**config.mk**
```make
export PLATFORM = sky130hd
export DESIGN_NAME = access_ctrl_top
export DESIGN_NICKNAME = d
export VERILOG_FILES = /design/src/common/access_ctrl_pkg.sv /design/src/common/reg_bus_if.sv /design/src/gate/pmp_check.sv /design/src/gate/access_fsm.sv /design/src/csr/csr_port.sv /design/src/csr/pmp_regs.sv /design/src/verilog/access_ctrl_top.sv
export VERILOG_INCLUDE_DIRS = /design/src /design/src/common
export SDC_FILE = /design/constraint.sdc
export NUM_CORES = 1
export LEC_CHECK = 0
export ABC_CLOCK_PERIOD_IN_PS = 4100
export BUFFER_PORTS_ARGS = -buffer_cell sky130_fd_sc_hd__buf_2
export CAP_MARGIN = 5
export CORE_ASPECT_RATIO = 0.8
export CORE_MARGIN = 5
export CORE_UTILIZATION = 40
export CTS_CLUSTER_DIAMETER = 120
export DETAILED_ROUTE_END_ITERATION = 16
export PLACE_DENSITY = 0.65
export SETUP_SLACK_MARGIN = 0.05
export SLEW_MARGIN = 20
export SYNTH_ARGS = -nofsm -noshare
export SYNTH_HDL_FRONTEND = slang
export SYNTH_SLANG_ARGS = --single-unit
```
**constraint.sdc**
```tcl
create_clock -name clk -period 4.1 [get_ports clk]
set_input_delay 0.205 -clock clk [delete_from_list [all_inputs] [get_ports clk]]
set_output_delay 0.205 -clock clk [all_outputs]
set_load 0.01 [all_outputs]
```
**src/common/access_ctrl_cfg.svh**
```systemverilog
// access gate configuration
`ifndef ACCESS_CTRL_CFG_SVH
`define ACCESS_CTRL_CFG_SVH

// number of regions, one config word holds exactly four entries
`define PMP_NUM_REGIONS 4

// data and address width of all ports
`define DATA_W 32

// source tag width on host and config ports
`define SRC_W 8

// word indices on the config port, taken from addr[9:2]
`define REG_IDX_CFG 8'd0
// first of the four region bound registers
`define REG_IDX_ADDR0 8'd1
`define REG_IDX_RELEASE 8'd240
`define REG_IDX_DENIED_ADDR 8'd241
`define REG_IDX_DENIED_TYPE 8'd242
`define REG_IDX_STATE 8'd243
`define REG_IDX_INTR_STATE 8'd244
`define REG_IDX_INTR_ENABLE 8'd245

`endif

```
**src/common/access_ctrl_pkg.sv**
```systemverilog
// access gate shared types
`default_nettype none
`include "access_ctrl_cfg.svh"

package access_ctrl_pkg;

	// region address matching mode
	typedef enum logic [1:0] {
		PMP_MODE_OFF = 2'd0,
		PMP_MODE_TOR = 2'd1
	} pmp_mode_e;

	// one region entry, read enable in bit 0
	typedef struct packed {
		logic [2:0] rsvd_hi;
		pmp_mode_e mode;
		logic rsvd_lo;
		logic w;
		logic r;
	} pmp_cfg_t;

	// the config word is written as raw data and decoded per region
	typedef union packed {
		logic [`DATA_W-1:0] raw;
		pmp_cfg_t [`PMP_NUM_REGIONS-1:0] entry;
	} pmp_cfg_word_u;

	// blocking gate states
	typedef enum logic [1:0] {
		GATE_IDLE = 2'd0,
		GATE_DENY_RSP = 2'd1,
		GATE_DENY_RSP_RELEASED = 2'd2,
		GATE_BLOCKED = 2'd3
	} gate_state_e;

	// denied access type, same codes as TL opcodes
	typedef enum logic [2:0] {
		ACC_WRITE = 3'd0,
		ACC_READ = 3'd4
	} acc_type_e;

	typedef logic [7:0] reg_idx_t;

endpackage

`default_nettype wire

```
**src/common/reg_bus_if.sv**
```systemverilog
// register access bus
`timescale 1ns/10ps
`default_nettype none
`include "access_ctrl_cfg.svh"

interface reg_bus_if;
	import access_ctrl_pkg::*;

	// one-cycle access strobe, qualified by the port handshake
	logic req;
	logic write;
	reg_idx_t idx;
	logic [`DATA_W-1:0] wdata;
	// read data and error come back in the same cycle
	logic [`DATA_W-1:0] rdata;
	logic err;

	modport master (
		output req, write, idx, wdata,
		input rdata, err
	);

	modport slave (
		input req, write, idx, wdata,
		output rdata, err
	);

endinterface

`default_nettype wire

```
**src/gate/pmp_check.sv**
```systemverilog
// region permission check
`timescale 1ns/10ps
`default_nettype none
`include "access_ctrl_cfg.svh"

module pmp_check (
	input wire logic [`DATA_W-1:0] req_addr_i,
	input wire logic req_write_i,
	input access_ctrl_pkg::pmp_cfg_word_u cfg_word_i,
	input wire logic [`PMP_NUM_REGIONS-1:0][`DATA_W-1:0] region_addr_i,
	output logic deny_o
);
	import access_ctrl_pkg::*;

	// region bounds hold word addresses, so drop the byte offset
	logic [`DATA_W-1:0] word_addr;
	logic matched;
	logic allow;

	assign word_addr = {2'b00, req_addr_i[`DATA_W-1:2]};

	always_comb begin
		logic [`DATA_W-1:0] lo_bound;
		logic hit;
		pmp_cfg_t entry;
		matched = 1'b0;
		allow = 1'b0;
		// region 0 starts at address zero
		lo_bound = '0;
		for (int i = 0; i < `PMP_NUM_REGIONS; i++) begin
			entry = cfg_word_i.entry[i];
			// top of range, previous bound inclusive, own bound exclusive
			hit = (entry.mode == PMP_MODE_TOR) &&
				(word_addr >= lo_bound) && (word_addr < region_addr_i[i]);
			// lowest matching region decides
			if (hit && !matched) begin
				matched = 1'b1;
				allow = req_write_i ? entry.w : entry.r;
			end
			lo_bound = region_addr_i[i];
		end
	end

	// no match falls through to deny
	assign deny_o = !(matched && allow);

endmodule

`default_nettype wire

```
**src/gate/access_fsm.sv**
```systemverilog
// host gate state machine
`timescale 1ns/10ps
`default_nettype none
`include "access_ctrl_cfg.svh"

module access_fsm (
	input wire logic clk,
	input wire logic rst,
	input wire logic host_req_valid_i,
	input wire logic [`SRC_W-1:0] host_req_source_i,
	input wire logic host_rsp_ready_i,
	input wire logic dev_req_ready_i,
	input wire logic dev_rsp_valid_i,
	input wire logic [`DATA_W-1:0] dev_rsp_data_i,
	input wire logic dev_rsp_error_i,
	input wire logic [`SRC_W-1:0] dev_rsp_source_i,
	input wire logic deny_i,
	input wire logic release_i,
	output logic host_req_ready_o,
	output logic host_rsp_valid_o,
	output logic [`DATA_W-1:0] host_rsp_data_o,
	output logic host_rsp_error_o,
	output logic [`SRC_W-1:0] host_rsp_source_o,
	output logic dev_req_valid_o,
	output logic dev_rsp_ready_o,
	output logic deny_o,
	output access_ctrl_pkg::gate_state_e state_o
);
	import access_ctrl_pkg::*;

	gate_state_e state_q;
	gate_state_e state_d;
	// source tag of the denied request, returned with the error
	logic [`SRC_W-1:0] deny_src_q;
	logic idle;
	logic err_rsp;

	assign idle = (state_q == GATE_IDLE);
	// the error response is pending until the host takes it
	assign err_rsp = (state_q == GATE_DENY_RSP) || (state_q == GATE_DENY_RSP_RELEASED);

	// a denied request is taken at once and never forwarded
	assign host_req_ready_o = idle && (deny_i || dev_req_ready_i);
	assign dev_req_valid_o = idle && host_req_valid_i && !deny_i;
	assign deny_o = idle && host_req_valid_i && deny_i;

	// response side, relay from device in idle, error word otherwise
	assign dev_rsp_ready_o = idle && host_rsp_ready_i;
	assign host_rsp_valid_o = idle ? dev_rsp_valid_i : err_rsp;
	assign host_rsp_data_o = idle ? dev_rsp_data_i : '0;
	assign host_rsp_error_o = idle ? dev_rsp_error_i : err_rsp;
	assign host_rsp_source_o = idle ? dev_rsp_source_i : deny_src_q;

	assign state_o = state_q;

	always_comb begin
		state_d = state_q;
		case (state_q)
			GATE_IDLE: begin
				if (deny_o) begin
					state_d = GATE_DENY_RSP;
				end
			end
			GATE_DENY_RSP: begin
				// release with the handshake skips the blocked state
				if (host_rsp_ready_i) begin
					state_d = release_i ? GATE_IDLE : GATE_BLOCKED;
				end else if (release_i) begin
					state_d = GATE_DENY_RSP_RELEASED;
				end
			end
			GATE_DENY_RSP_RELEASED: begin
				if (host_rsp_ready_i) begin
					state_d = GATE_IDLE;
				end
			end
			GATE_BLOCKED: begin
				// only the cpu can reopen the host port
				if (release_i) begin
					state_d = GATE_IDLE;
				end
			end
			default: begin
				state_d = GATE_IDLE;
			end
		endcase
	end

	always_ff @(posedge clk or negedge rst) begin
		if (!rst) begin
			state_q <= GATE_IDLE;
		end else begin
			state_q <= state_d;
		end
	end

	always_ff @(posedge clk) begin
		if (deny_o) begin
			deny_src_q <= host_req_source_i;
		end
	end

endmodule

`default_nettype wire

```
**src/csr/csr_port.sv**
```systemverilog
// config port handshake
`timescale 1ns/10ps
`default_nettype none
`include "access_ctrl_cfg.svh"

module csr_port (
	input wire logic clk,
	input wire logic rst,
	input wire logic cfg_req_valid_i,
	input wire logic cfg_req_write_i,
	input wire logic [`DATA_W-1:0] cfg_req_addr_i,
	input wire logic [`DATA_W-1:0] cfg_req_wdata_i,
	input wire logic [`SRC_W-1:0] cfg_req_source_i,
	input wire logic cfg_rsp_ready_i,
	output logic cfg_req_ready_o,
	output logic cfg_rsp_valid_o,
	output logic [`DATA_W-1:0] cfg_rsp_data_o,
	output logic cfg_rsp_error_o,
	output logic [`SRC_W-1:0] cfg_rsp_source_o,
	reg_bus_if.master bus
);
	import access_ctrl_pkg::*;

	logic accept;
	logic rsp_done;
	logic rsp_valid_q;
	// held response payload
	logic [`DATA_W-1:0] rsp_data_q;
	logic rsp_err_q;
	logic [`SRC_W-1:0] rsp_src_q;

	// one request in flight, the port stalls while a response waits
	assign cfg_req_ready_o = !rsp_valid_q;
	assign accept = cfg_req_valid_i && cfg_req_ready_o;
	assign rsp_done = rsp_valid_q && cfg_rsp_ready_i;

	// register access happens on the acceptance cycle
	assign bus.req = accept;
	assign bus.write = cfg_req_write_i;
	assign bus.idx = reg_idx_t'(cfg_req_addr_i[9:2]);
	assign bus.wdata = cfg_req_wdata_i;

	always_ff @(posedge clk or negedge rst) begin
		if (!rst) begin
			rsp_valid_q <= 1'b0;
		end else if (accept) begin
			rsp_valid_q <= 1'b1;
		end else if (rsp_done) begin
			rsp_valid_q <= 1'b0;
		end
	end

	always_ff @(posedge clk) begin
		if (accept) begin
			// write acks carry no data
			rsp_data_q <= cfg_req_write_i ? '0 : bus.rdata;
			rsp_err_q <= bus.err;
			rsp_src_q <= cfg_req_source_i;
		end
	end

	assign cfg_rsp_valid_o = rsp_valid_q;
	assign cfg_rsp_data_o = rsp_data_q;
	assign cfg_rsp_error_o = rsp_err_q;
	assign cfg_rsp_source_o = rsp_src_q;

endmodule

`default_nettype wire

```
**src/csr/pmp_regs.sv**
```systemverilog
// region and status registers
`timescale 1ns/10ps
`default_nettype none
`include "access_ctrl_cfg.svh"

module pmp_regs (
	input wire logic clk,
	input wire logic rst,
	input wire logic deny_i,
	input wire logic [`DATA_W-1:0] req_addr_i,
	input wire logic req_write_i,
	input access_ctrl_pkg::gate_state_e state_i,
	output access_ctrl_pkg::pmp_cfg_word_u cfg_word_o,
	output logic [`PMP_NUM_REGIONS-1:0][`DATA_W-1:0] region_addr_o,
	output logic release_o,
	output logic irq_o,
	reg_bus_if.slave bus
);
	import access_ctrl_pkg::*;

	pmp_cfg_word_u cfg_word_q;
	logic [`PMP_NUM_REGIONS-1:0][`DATA_W-1:0] region_q;
	logic [`DATA_W-1:0] denied_addr_q;
	acc_type_e denied_type_q;
	logic intr_state_q;
	logic intr_en_q;
	// write strobes from the decode
	logic wr;
	logic addr_hit;
	logic we_cfg;
	logic [`PMP_NUM_REGIONS-1:0] we_addr;
	logic we_ien;
	logic clr_istate;

	assign wr = bus.req && bus.write;

	always_comb begin
		bus.rdata = '0;
		bus.err = 1'b0;
		addr_hit = 1'b0;
		we_cfg = 1'b0;
		we_addr = '0;
		we_ien = 1'b0;
		clr_istate = 1'b0;
		release_o = 1'b0;
		// region bound registers sit right after the cfg word
		for (int i = 0; i < `PMP_NUM_REGIONS; i++) begin
			if (bus.idx == reg_idx_t'(`REG_IDX_ADDR0 + i)) begin
				addr_hit = 1'b1;
				bus.rdata = region_q[i];
				we_addr[i] = wr;
			end
		end
		if (!addr_hit) begin
			case (bus.idx)
				`REG_IDX_CFG: begin
					bus.rdata = cfg_word_q.raw;
					we_cfg = wr;
				end
				`REG_IDX_RELEASE: begin
					// write only, data ignored
					bus.err = !bus.write;
					release_o = wr;
				end
				`REG_IDX_DENIED_ADDR: begin
					bus.err = bus.write;
					bus.rdata = denied_addr_q;
				end
				`REG_IDX_DENIED_TYPE: begin
					bus.err = bus.write;
					bus.rdata[2:0] = denied_type_q;
				end
				`REG_IDX_STATE: begin
					bus.err = bus.write;
					bus.rdata[1:0] = state_i;
				end
				`REG_IDX_INTR_STATE: begin
					// any write clears
					bus.rdata[31] = intr_state_q;
					clr_istate = wr;
				end
				`REG_IDX_INTR_ENABLE: begin
					bus.rdata[31] = intr_en_q;
					we_ien = wr;
				end
				default: begin
					bus.err = 1'b1;
				end
			endcase
		end
	end

	always_ff @(posedge clk or negedge rst) begin
		if (!rst) begin
			cfg_word_q <= '0;
			region_q <= '0;
			denied_addr_q <= '0;
			denied_type_q <= ACC_WRITE;
			intr_state_q <= 1'b0;
			intr_en_q <= 1'b0;
		end else begin
			if (we_cfg) begin
				cfg_word_q.raw <= bus.wdata;
			end
			for (int i = 0; i < `PMP_NUM_REGIONS; i++) begin
				if (we_addr[i]) begin
					region_q[i] <= bus.wdata;
				end
			end
			// capture the offending request
			if (deny_i) begin
				denied_addr_q <= req_addr_i;
				denied_type_q <= req_write_i ? ACC_WRITE : ACC_READ;
			end
			// a new deny beats a clear in the same cycle
			if (deny_i) begin
				intr_state_q <= 1'b1;
			end else if (clr_istate) begin
				intr_state_q <= 1'b0;
			end
			if (we_ien) begin
				intr_en_q <= bus.wdata[31];
			end
		end
	end

	assign cfg_word_o = cfg_word_q;
	assign region_addr_o = region_q;
	assign irq_o = intr_state_q && intr_en_q;

endmodule

`default_nettype wire

```
**src/verilog/access_ctrl_top.sv**
```systemverilog
// access control gate top
`timescale 1ns/10ps
`default_nettype none
`include "access_ctrl_cfg.svh"

module access_ctrl_top (
	input wire logic clk,
	input wire logic rst,
	// host port, untrusted master
	input wire logic host_req_valid_i,
	output logic host_req_ready_o,
	input wire logic [`DATA_W-1:0] host_req_addr_i,
	input wire logic host_req_write_i,
	input wire logic [`DATA_W-1:0] host_req_wdata_i,
	input wire logic [`SRC_W-1:0] host_req_source_i,
	output logic host_rsp_valid_o,
	input wire logic host_rsp_ready_i,
	output logic [`DATA_W-1:0] host_rsp_data_o,
	output logic host_rsp_error_o,
	output logic [`SRC_W-1:0] host_rsp_source_o,
	// device port
	output logic dev_req_valid_o,
	input wire logic dev_req_ready_i,
	output logic [`DATA_W-1:0] dev_req_addr_o,
	output logic dev_req_write_o,
	output logic [`DATA_W-1:0] dev_req_wdata_o,
	output logic [`SRC_W-1:0] dev_req_source_o,
	input wire logic dev_rsp_valid_i,
	output logic dev_rsp_ready_o,
	input wire logic [`DATA_W-1:0] dev_rsp_data_i,
	input wire logic dev_rsp_error_i,
	input wire logic [`SRC_W-1:0] dev_rsp_source_i,
	// config port, trusted cpu
	input wire logic cfg_req_valid_i,
	output logic cfg_req_ready_o,
	input wire logic [`DATA_W-1:0] cfg_req_addr_i,
	input wire logic cfg_req_write_i,
	input wire logic [`DATA_W-1:0] cfg_req_wdata_i,
	input wire logic [`SRC_W-1:0] cfg_req_source_i,
	output logic cfg_rsp_valid_o,
	input wire logic cfg_rsp_ready_i,
	output logic [`DATA_W-1:0] cfg_rsp_data_o,
	output logic cfg_rsp_error_o,
	output logic [`SRC_W-1:0] cfg_rsp_source_o,
	// level interrupt to the cpu
	output logic irq_o
);

	logic deny;
	logic deny_pulse;
	logic release_pulse;
	access_ctrl_pkg::gate_state_e gate_state;
	access_ctrl_pkg::pmp_cfg_word_u cfg_word;
	logic [`PMP_NUM_REGIONS-1:0][`DATA_W-1:0] region_addr;

	reg_bus_if reg_bus ();

	// request payload goes straight to the device, only valid is gated
	assign dev_req_addr_o = host_req_addr_i;
	assign dev_req_write_o = host_req_write_i;
	assign dev_req_wdata_o = host_req_wdata_i;
	assign dev_req_source_o = host_req_source_i;

	pmp_check i_pmp_check (
		.req_addr_i (host_req_addr_i),
		.req_write_i (host_req_write_i),
		.cfg_word_i (cfg_word),
		.region_addr_i (region_addr),
		.deny_o (deny)
	);

	access_fsm i_access_fsm (
		.clk (clk),
		.rst (rst),
		.host_req_valid_i (host_req_valid_i),
		.host_req_source_i (host_req_source_i),
		.host_rsp_ready_i (host_rsp_ready_i),
		.dev_req_ready_i (dev_req_ready_i),
		.dev_rsp_valid_i (dev_rsp_valid_i),
		.dev_rsp_data_i (dev_rsp_data_i),
		.dev_rsp_error_i (dev_rsp_error_i),
		.dev_rsp_source_i (dev_rsp_source_i),
		.deny_i (deny),
		.release_i (release_pulse),
		.host_req_ready_o (host_req_ready_o),
		.host_rsp_valid_o (host_rsp_valid_o),
		.host_rsp_data_o (host_rsp_data_o),
		.host_rsp_error_o (host_rsp_error_o),
		.host_rsp_source_o (host_rsp_source_o),
		.dev_req_valid_o (dev_req_valid_o),
		.dev_rsp_ready_o (dev_rsp_ready_o),
		.deny_o (deny_pulse),
		.state_o (gate_state)
	);

	csr_port i_csr_port (
		.clk (clk),
		.rst (rst),
		.cfg_req_valid_i (cfg_req_valid_i),
		.cfg_req_write_i (cfg_req_write_i),
		.cfg_req_addr_i (cfg_req_addr_i),
		.cfg_req_wdata_i (cfg_req_wdata_i),
		.cfg_req_source_i (cfg_req_source_i),
		.cfg_rsp_ready_i (cfg_rsp_ready_i),
		.cfg_req_ready_o (cfg_req_ready_o),
		.cfg_rsp_valid_o (cfg_rsp_valid_o),
		.cfg_rsp_data_o (cfg_rsp_data_o),
		.cfg_rsp_error_o (cfg_rsp_error_o),
		.cfg_rsp_source_o (cfg_rsp_source_o),
		.bus (reg_bus)
	);

	pmp_regs i_pmp_regs (
		.clk (clk),
		.rst (rst),
		.deny_i (deny_pulse),
		.req_addr_i (host_req_addr_i),
		.req_write_i (host_req_write_i),
		.state_i (gate_state),
		.cfg_word_o (cfg_word),
		.region_addr_o (region_addr),
		.release_o (release_pulse),
		.irq_o (irq_o),
		.bus (reg_bus)
	);

endmodule

`default_nettype wire

```
== Word level (Yosys, flattened, before mapping) ==
Index checks and enable logic that the tools add are counted.

* Output and inout port bits: 162
* Logic and storage cells: 134
* Bits of input ports: 195
* Flip-flop bits (word level): 249

* Reductions and logical operators: 36
* $lt $le $gt $ge: 8
* Multiplexer cells: 54
* Equal/unequal tests: 21

{| class="wikitable"
|+ Operator list
! cell !! number
|-
| $mux 32 || 6
|-
| $lt 30x32->1 || 4
|-
| $ge 30x32->1 || 3
|-
| $pmux 28 s2 || 1
|-
| $eq 8x8->1 const B || 6
|-
| $mux 1 || 34
|-
| $ge 30x1->1 const B || 1
|-
| $logic_and 1x1->1 || 21
|-
| $eq 8x2->1 const B || 2
|-
| $pmux 2 s4 || 2
|-
| $mux 2 || 6
|-
| $eq 2x1->1 const B || 5
|-
| $eq 8x1->1 const B || 1
|-
| $eq 8x3->1 const B || 1
|-
| $logic_not 8->1 || 1
|-
| $mux 8 || 1
|-
| $logic_not 1->1 || 6
|-
| $pmux 1 s3 || 2
|-
| $reduce_or 3->1 || 2
|-
| $eq 2x2->1 const B || 2
|-
| $ne 2x2->1 const B || 2
|-
| $pmux 1 s4 || 1
|-
| $reduce_and 4->1 || 1
|-
| $reduce_bool 2->1 || 2
|-
| other kinds (5) || 6
|}

== Depth between registers and ports, before layout ==
Gate-level depths: netlist of run 1.

* Depth in word-level cells: 18
* Gate-level depth with buffers: 13
* Depth with buffers taken out: 11

== By module ==
A second synthesis of run 1 with hierarchy kept.

* Cells, all modules: 1504
* Area total of the unflattened synthesis: 15818.9 sq um

{| class="wikitable"
|+ By module, submodules not included
! module !! sequential area each (sq um) !! area an instance (sq um) !! instances !! cells each
|-
| pmp_regs || 4879.7 || 9485.3 || 1 || 778
|-
| pmp_check || 0.0 || 3180.6 || 1 || 448
|-
| csr_port || 1256.2 || 1804.2 || 1 || 121
|-
| access_fsm || 290.3 || 800.8 || 1 || 84
|-
| access_ctrl_top || 0.0 || 548.0 || 1 || 73
|}

== Worst setup path after synthesis of run 1 ==
Ideal clock, no wire load.

* Kind: register -> register
* From: register i_csr_port.rsp_valid_q, in the netlist i_csr_port.cfg_rsp_valid_o
* To: register i_access_fsm.state_q[1], in the netlist i_access_fsm.state_o[1]
* Period minus slack after synthesis: 3.968 ns
* Path buffers: 0
* Required time: 3.966 ns
* Stages on the path, launching flop included: 10
* Library setup time: 0.134 ns
* Arrival: 3.834 ns
* Setup slack: 0.132 ns
* Cells stage by stage: dfrtp_1 > nor2b_1 > nand2_1 > nor3_1 > nand2_1 > a21oi_1 > o21ai_0 > a21oi_1 > a2bb2oi_1 > o211ai_1

* Cells in the longest elaborated chain, start to end: 8
* Elaborated cells between the ends (all ways): 11
* Classes of those cells: eq/ne: 2; mux: 5; reduce/logical: 4

{| class="wikitable"
|+ Ends and longest elaborated chain
! what !! RTL line !! text
|-
| start, declared || csr_port.sv:26 || <nowiki>logic rsp_valid_q;</nowiki>
|-
| start signal, assigned || csr_port.sv:45 || <nowiki>rsp_valid_q <= 1'b0;</nowiki>
|-
| start signal, assigned || csr_port.sv:47 || <nowiki>rsp_valid_q <= 1'b1;</nowiki>
|-
| start signal, assigned || csr_port.sv:49 || <nowiki>rsp_valid_q <= 1'b0;</nowiki>
|-
| $logic_not 1->1 (*) || csr_port.sv:33 || <nowiki>assign cfg_req_ready_o = !rsp_valid_q;</nowiki>
|-
| $logic_and 1x1->1 (*) || csr_port.sv:34 || <nowiki>assign accept = cfg_req_valid_i && cfg_req_ready_o;</nowiki>
|-
| net i_csr_port.bus.req || reg_bus_if.sv:19 || <nowiki>output req, write, idx, wdata,</nowiki>
|-
| $logic_and 1x1->1 (*) || pmp_regs.sv:35 || <nowiki>assign wr = bus.req && bus.write;</nowiki>
|-
| $mux 1 (*) || pmp_regs.sv:55 || <nowiki>case (bus.idx)</nowiki>
|-
| $mux 1 (*) || pmp_regs.sv:54 || <nowiki>if (!addr_hit) begin</nowiki>
|-
| $mux 2 || access_fsm.sv:67 || <nowiki>state_d = release_i ? GATE_IDLE : GATE_BLOCKED;</nowiki>
|-
| $mux 2 || access_fsm.sv:66 || <nowiki>if (host_rsp_ready_i) begin</nowiki>
|-
| $pmux 2 s4 || access_fsm.sv:58 || <nowiki>case (state_q)</nowiki>
|-
| end signal, assigned || access_fsm.sv:93 || <nowiki>state_q <= state_d;</nowiki>
|-
| end, declared || access_fsm.sv:31 || <nowiki>gate_state_e state_q;</nowiki>
|}

The timed path passes the listed nets; every way through them passes the cells marked *.
A chain may end at the register's enable or synchronous reset.

== Worst setup path after layout of run 1 ==
* From: register i_pmp_regs.region_q, in the netlist i_pmp_regs.region_addr_o[59]
* To: output port dev_req_valid_o

* Cells in the longest elaborated chain, start to end: 12
* Elaborated cells between the ends (all ways): 18
* Classes of those cells: order compare: 2; mux: 6; reduce/logical: 10

{| class="wikitable"
|+ Ends and longest elaborated chain
! what !! RTL line !! text
|-
| start, declared || pmp_regs.sv:22 || <nowiki>logic [`PMP_NUM_REGIONS-1:0][`DATA_W-1:0] region_q;</nowiki>
|-
| start signal, assigned by index || pmp_regs.sv:107 || <nowiki>region_q[i] <= bus.wdata;</nowiki>
|-
| $lt 30x32->1 || pmp_check.sv:34 || <nowiki>(word_addr >= lo_bound) && (word_addr < region_addr_i[i]);</nowiki>
|-
| $logic_and 1x1->1 || pmp_check.sv:34 ||
|-
| $logic_and 1x1->1 || pmp_check.sv:36 || <nowiki>if (hit && !matched) begin</nowiki>
|-
| $mux 1 || pmp_check.sv:36 ||
|-
| $logic_not 1->1 || pmp_check.sv:36 ||
|-
| $logic_and 1x1->1 || pmp_check.sv:36 ||
|-
| $mux 1 || pmp_check.sv:36 ||
|-
| $logic_not 1->1 || pmp_check.sv:36 ||
|-
| $logic_and 1x1->1 || pmp_check.sv:36 ||
|-
| $mux 1 || pmp_check.sv:36 ||
|-
| $logic_and 1x1->1 (*) || pmp_check.sv:45 || <nowiki>assign deny_o = !(matched && allow);</nowiki>
|-
| $logic_and 1x1->1 (*) || access_fsm.sv:44 || <nowiki>assign dev_req_valid_o = idle && host_req_valid_i && !deny_i;</nowiki>
|-
| end, declared || access_ctrl_top.sv:22 || <nowiki>output logic dev_req_valid_o,</nowiki>
|}

Every way passes the cells marked *; elsewhere a longest branch is shown, timed or not.

==> run metrics, run 1 <==
Pre-antenna DRT Iters=5; DRC viols=0; P_leak=between 8 and 9 nW; Crit path top cell by count=or2_1; core area=35990 um^2; Max Fclk=255.1 MHz; CTS Buf Count=28; critical path class=reg2out; Crit path depth=12; die footprint=between 40000 and 50000 um^2; DR vias/cell=~5.4; Synth Area per Inst=10.24 um^2; Worst path slowest cell=or4_4; Clk Latency, worst-skew pair=0.56 ns; GRT Total Usage=22.47%; Post-Synth Simple-Gate Area=9.363%; max-slew violations=0; post-synthesis adder-cell area fraction=a little over a tenth; first-pass GRT wire length=72.18 mm; Post-Route WL=46.25 mm; Ports=357; Setup Skew=0.01718 ns; Synth Area in XOR/XNOR=0%; post-route minimum period=3.921 ns; initial antenna violation count=2; worst path cell trace=inv_1 -> ha_1 -> nand4_1 -> or2_1 -> or4_4 -> a21oi_2 -> o311ai_2 -> or2_1 -> o22a_2 -> o21ai_4 -> and3_1 -> buf_2; Post-Syn Area=~15000 um^2; Synth Flop Type=dfrtp_1; max_slew headroom=roughly 28%; worst r2r src=i_pmp_regs.region_addr_o[59]; Layout area overhead=20.43%; crit end category=output pin; share of cells above drive strength 1=29.65%; register area share after synthesis=43.96%; R2R Setup Slk=0.28 ns; crit path from=i_pmp_regs.region_addr_o[59]; Crit path max-delay family=simple AND/OR/NAND/NOR gates; RSZ-0062 raised after global routing=false; Final HPWL DP=33.04 mm; Final setup viols=0; Final Hold Viols=0; largest family of logic cells by synthesized area=compound AO/OA/AOI/OAI gates; Synth Register Bits=247; measured slew at the worst slew-check pin=approximately 1.1 ns; fin nets=1998; max incr delay on CP=roughly 0.55 ns; site row count=62; top post-synthesis cells by count=dfrtp_1 (198), inv_1 (133), nand2_1 (126); Critical path destination=dev_req_valid_o; Fillers=3315; Routability Congestion=about 0.88; r2r endpoint=i_pmp_regs.denied_addr_q[3]; most frequent cell after synthesis=dfrtp_1; post-synth top area cell=dfrtp_1; Cell Pwr Density=403.1 nW/um^2; grt total ovfl=0; Reg2Reg Depth=13; synth warn=0; largest net degree at the start of global routing=107; TritonCTS clock tree=done; Starting Density=around two fifths; Post-Syn Nets=~1700; worst hold-check path type=in2reg; vias in the first global route=12380; PortBufs=268; post-synth top area share=between 30% and 40%; maximum vdd drop=~0.27 mV; area post-placement=16000 um^2; largest cells by area after synthesis=dfrtp_1 (34%), ha_1 (11%), edfxtp_1 (10%); CP arrival=3.72 ns; DR WL/cell=21.21 um; drt initial violations=878; Die H=around 180 um; TNS Setup=0 ns; Crit Path Max Fanout=3; compound-gate portion of the synthesized area=between 10 and 15%; die width=223.7 um; status=complete, no violations; CTS Buffer Depth=3; Power Total=7.098 mW; CP Launch Type=register; Clock transition at path regs=0.06 ns; Cell variety after synth=65; CP required=3.89 ns; Antenna Nets Post-Route=0; Synth Instances=1427; CTS H-tree depth=1; Tcrit/Tclk final=95.63%; clock root cell=clkbuf_16; Async SR Flop Fraction=around 80%; Sink Count=247; vias=approximately 12000; EDFF count, synth=49; Max-cap violations=0; Post-Layout Inst Area=17610 um^2; mux cell area share after synthesis=12.51%; worst path bufs/invs=2
[sequential cells by signal (all words and copies together) (netlist names), 2 cells and up]
name	count
i_pmp_regs.cfg_word_o	32
i_access_fsm.deny_src_q	8
i_csr_port.cfg_rsp_data_o	32
i_csr_port.cfg_rsp_source_o	8
i_access_fsm.state_o	2
i_pmp_regs.denied_addr_q	32
i_pmp_regs.region_addr_o	128
[cells in the final DEF, fill, tap and decap left out, types with 5 or more instances in the layout]
cell type      instances
clkbuf_8               8
nand4_1               23
buf_2                266
nor2b_1                5
and2_1                35
nand2_1              126
nor2_1                47
mux2_4                27
ha_1                 124
a21oi_1              105
dfrtp_1              198
o211ai_1               5
mux2i_1                8
a21o_1                15
or3_1                  6
nand3_1               12
nor3_1                 8
clkinv_2               5
a22oi_1               58
clkbuf_1               9
clkbuf_16             29
a211oi_1               8
a2111oi_0              5
edfxtp_1              49
buf_4                 32
mux2_2               112
dlygate4sd3_1         61
inv_1                133
o21ai_0              108
[worst min path at each step]
| stage | endpoint | startpoint | depth (start not counted) | slack, ns |
|---|---|---|---|---|
| finish | i_pmp_regs.denied_addr_q[18] | host_req_addr_i[18] | 2 | 0.02 |
| global route | i_pmp_regs.denied_addr_q[10] | host_req_addr_i[10] | 2 | 0.01 |
| CTS | i_pmp_regs.denied_addr_q[10] | host_req_addr_i[10] | 2 | 0.008 |
| detailed placement | i_pmp_regs.denied_addr_q[14] | rst | 1 | 0.39 |
| global placement | i_pmp_regs.region_addr_o[78] | rst | 1 | 0.38 |
| floorplan | i_access_fsm.state_o[0] | rst | 0 | -0.09 |
[cell families (layout without fill, tap and decap cells)]
| kind of cell | Yosys count | after routing |
|---|---|---|
| AND/OR/NAND/NOR | 289 | 289 |
| AO/OA/AOI/OAI | 344 | 344 |
| buffers and inverters | 272 | 545 |
| other | 0 | 1 |
| flip-flops | 247 | 247 |
| adder cells (fa/ha/maj) | 124 | 124 |
| multiplexers | 151 | 151 |
[layout make-up]
class                   count  area (um^2)  area share (%)
inverters                 133        499.2           2.836
flip-flops and latches    247         6426           36.50
clock inverters             6        55.05          0.3127
well taps                 480        600.6           3.411
clock buffers              45        855.8           4.861
diodes                      1        2.502         0.01421
multi-input cells         908         6950           39.48
repair buffers            361         2216           12.59
[report_power, final]
| group | internal [mW] | total, mW | switching (mW) |
|---|---|---|---|
| Clock | 1.48 | 2.51 | 1.03 |
| Sequential | 2.78 | 2.93 | 0.148 |
| Combinational | 0.786 | 1.66 | 0.869 |
| Total | 5.05 | 7.10 | 2.05 |
[through the flow]
stage	setup WS [ns]	util [%]	hold WS, ns	instances
3_3_place_gp	0.5156	44.44	0.3771	2065
3_5_place_dp	0.4712	44.44	0.3855	2065
5_1_grt	0.06241	48.91	0.01481	2181
6_report	0.1793	48.91	0.02278	2181
4_1_cts	0.08079	48.68	0.008404	2177
2_1_floorplan	0.1322	-	-0.09059	1427
[routing by layer]
layer | global-route usage [%] | part of all wire (%)
met5 | 0 | 0.015
met4 | 4.900 | 2.1
met3 | 4.981 | 8.5
met2 | 35.63 | 45
met1 | 31.75 | 44
[timing repair]
item,CTS,global route
setup buffers,0,3
cloned,0,0
pin swaps,0,5
endpoints found under the hold margin,292,0
hold buffers,61,0
gates resized for setup,2,13
setup endpoints to repair,2,2
(Power assumes the default switching activity.)
==> run 2: changes to the inputs <==
--- a/config.mk
+++ b/config.mk
@@ -6,6 +6,7 @@
 export SDC_FILE = /design/constraint.sdc
 export NUM_CORES = 1
 export LEC_CHECK = 0
+export ABC_AREA = 1
 export ABC_CLOCK_PERIOD_IN_PS = 4100
 export BUFFER_PORTS_ARGS = -buffer_cell sky130_fd_sc_hd__buf_2
 export CAP_MARGIN = 5
==> run 2 against run 1 <==
Net effect:
- combinational power is 11% lower
- die area down 1.4%
- first-iteration DRC count increased by 11%
- synthesized area shrank 1.4%
- sequential cell count did not move
- count of clock-buffer cells in the layout fell by 13
- setup slack better by 0.80 ns
- fmax rose by 25%
- design area decreased by 1.5%
- global-route usage down 1.1 points
- core utilization is 0.41 points lower
- hold slack got worse by 0.0079 ns
- critical endpoint is now i_pmp_regs.denied_addr_q[30]
- largest power group unchanged
==> run metrics, run 2 <==
max reg flops=128; max incr delay on CP=between 0.5 and 0.6 ns; Routability Congestion=0.8801; Synth Area per Inst=approximately 8.1 um^2; Crit Path Max Fanout=27; Final Hold Viols=0; drt initial violations=978; compound-gate portion of the synthesized area=13.54%; post-synth top area cell=dfrtp_1; vias in the first global route=12500; clock root cell=clkbuf_16; crit end category=register; multi-input logic area=6236 um^2; Final setup viols=0; worst path cell trace=inv_1 -> ha_1 -> a21oi_1 -> o21ai_0 -> a21oi_1 -> nand2_1 -> nand2_1 -> nand2_1 -> nor2_1 -> nand2_1 -> nand2_1 -> nand2_1 -> nand3_2 -> nand3_2 -> inv_2 -> buf_4 -> nand2_1 -> nand2_1; Post-Synth Simple-Gate Area=between 10% and 20%; CTS H-tree depth=1; status=complete, no violations; maximum vdd drop=0.2624 mV; commonest non-fill, non-tap cells in the layout=nand2_1 (551), buf_2 (267), inv_1 (238); PortBufs=268; max-slew violations=0; DR vias/cell=about 5; Pre-antenna DRT Iters=5; Max-cap violations=0; CTS Buffer Depth=3; largest net degree at the start of global routing=83; Max Fclk=about 320 MHz; Fillers=3389; Worst path slowest cell=inv_2; FF/Latch Area=6426 um^2; Setup WS post-layout=0.9752 ns; largest family of logic cells by synthesized area=simple AND/OR/NAND/NOR gates; largest cells by area after synthesis=dfrtp_1 (34%), nand2_1 (14%), ha_1 (11%); RSZ-0062 raised after global routing=false; DR WL/cell=17.29 um; Final HPWL DP=29.90 mm; Post-Route WL=around 44 mm; Antenna Nets Post-Route=0; initial antenna violation count=0; measured slew at the worst slew-check pin=1.038 ns; P_leak=8.303 nW; # diodes=0; Core Util, Final=48.50%; Layout area overhead=20.37%; CP required=4.59 ns; register area share after synthesis=44.59%; GRT Total Usage=21.34%; Reg2Reg Depth=18; TritonCTS clock tree=done; pre-CTS setup slack=1.043 ns; hold_buf cts=between 70 and 80; CP Launch Type=register; CTS resizes=0; Hold Path Depth=3; most common cell after layout, fill and taps aside=nand2_1; Die H=approximately 180 um; mux cell area share after synthesis=less than 1%; synth warn=0; vias=12670; max_slew headroom=30.41%; Starting Density=40.29%; Clock transition at path regs=0.06 ns; Crit path top cell by count=nand2_1; wire length on met3=roughly 3.4 mm; core area=roughly 36000 um^2; crit path from=i_pmp_regs.region_addr_o[47]; worst path bufs/invs=3; Ports=357; Synth Area in XOR/XNOR=0%; worst hold-check path type=in2reg; Post-Syn Nets=2092; met1 WL=20.14 mm; Synth Register Bits=247; Cell variety after synth=43; top layer in use=met4; most frequent cell after synthesis=nand2_1; fin nets=2345; CTS Buf Count=27; critical path class=reg2reg; DRC viols=0; site row count=62; Post-Syn Area=14410 um^2; TNS Setup=0 ns; Async SR Flop Fraction=between 80% and 90%; Clk Latency, worst-skew pair=around 0.55 ns; met2 WL=19.38 mm; Power Total=6.876 mW; top post-synthesis cells by count=nand2_1 (556), inv_1 (239), o21ai_0 (199); Finished Layout Cells=2527; EDFF count, synth=49; Tcrit/Tclk final=76.21%; Sink Count=247; worst r2r src=i_pmp_regs.region_addr_o[47]; die footprint=39940 um^2; Post-CTS Setup Repair Bufs=0; post-synth top area share=34.38%; Synth Instances=1773; grt total ovfl=0; HP Start=cfg_req_wdata_i[5]; Crit path depth=18; Synth Flop Type=dfrtp_1; post-route minimum period=3.125 ns; share of cells above drive strength 1=~18%; post-synthesis adder-cell area fraction=10.77%; Cell Pwr Density=396.4 nW/um^2; Post-Place Cells=approximately 2400; Setup Skew=0.008477 ns; CP arrival=3.61 ns; die width=222.2 um; Crit path max-delay family=buffers and inverters; first-pass GRT wire length=69.35 mm
[run 2: kinds of logic after synthesis]
logic type	after synthesis
AND/OR/NAND/NOR	667
flip-flops	247
buffers and inverters	383
multiplexers	3
adder cells (fa/ha/maj)	124
AO/OA/AOI/OAI	349
[run 2: power by group]
group / internal (mW) / total [mW] / switching [mW]
Sequential: 2.75 / 2.87 / 0.123
Clock: 1.50 / 2.52 / 1.03
Combinational: 0.540 / 1.48 / 0.939
[run 2: area by class of cell]
class / instances / area share [%]
clock buffers: 32 / 4.119
clock inverters: 18 / 1.125
inverters: 245 / 5.302
multi-input cells: 1143 / 35.95
flip-flops and latches: 247 / 37.05
well taps: 480 / 3.462
repair buffers: 362 / 12.99
[run 2: final timing paths]
path / end / slack, ns
max in group asynchronous: i_pmp_regs.region_addr_o[85] / 2.77
min reg2reg: i_pmp_regs.denied_addr_q[17] / 0.48
max reg2reg: i_pmp_regs.denied_addr_q[30] / 0.98
max: i_pmp_regs.denied_addr_q[30] / 0.98
min: i_pmp_regs.region_addr_o[37] / 0.01
min in group asynchronous: i_pmp_regs.region_addr_o[103] / 0.24
[run 2: layer usage]
layer | up-vias | GRT usage (%)
met4 | 0 | 4.683
met2 | 433 | 33.55
met5 | - | 0
met1 | 5971 | 30.49
met3 | 61 | 4.599
li1 | 6202 | -
[run 2: per-stage QoR]
stage / hold WS (ns) / area [um^2]
final: 0.01485 / 17350
after global routing: 0.02476 / 17350
after CTS: 0.008268 / 17350
after detailed placement: 0.2573 / 15700
after global placement: 0.2565 / 15700
after floorplan: -0.09059 / 14410
[run 2: tightest hold or removal path, cell delays in order]
cell and delay, ns:
buf_2 0.08, inv_1 0.08, o21ai_0 0.16
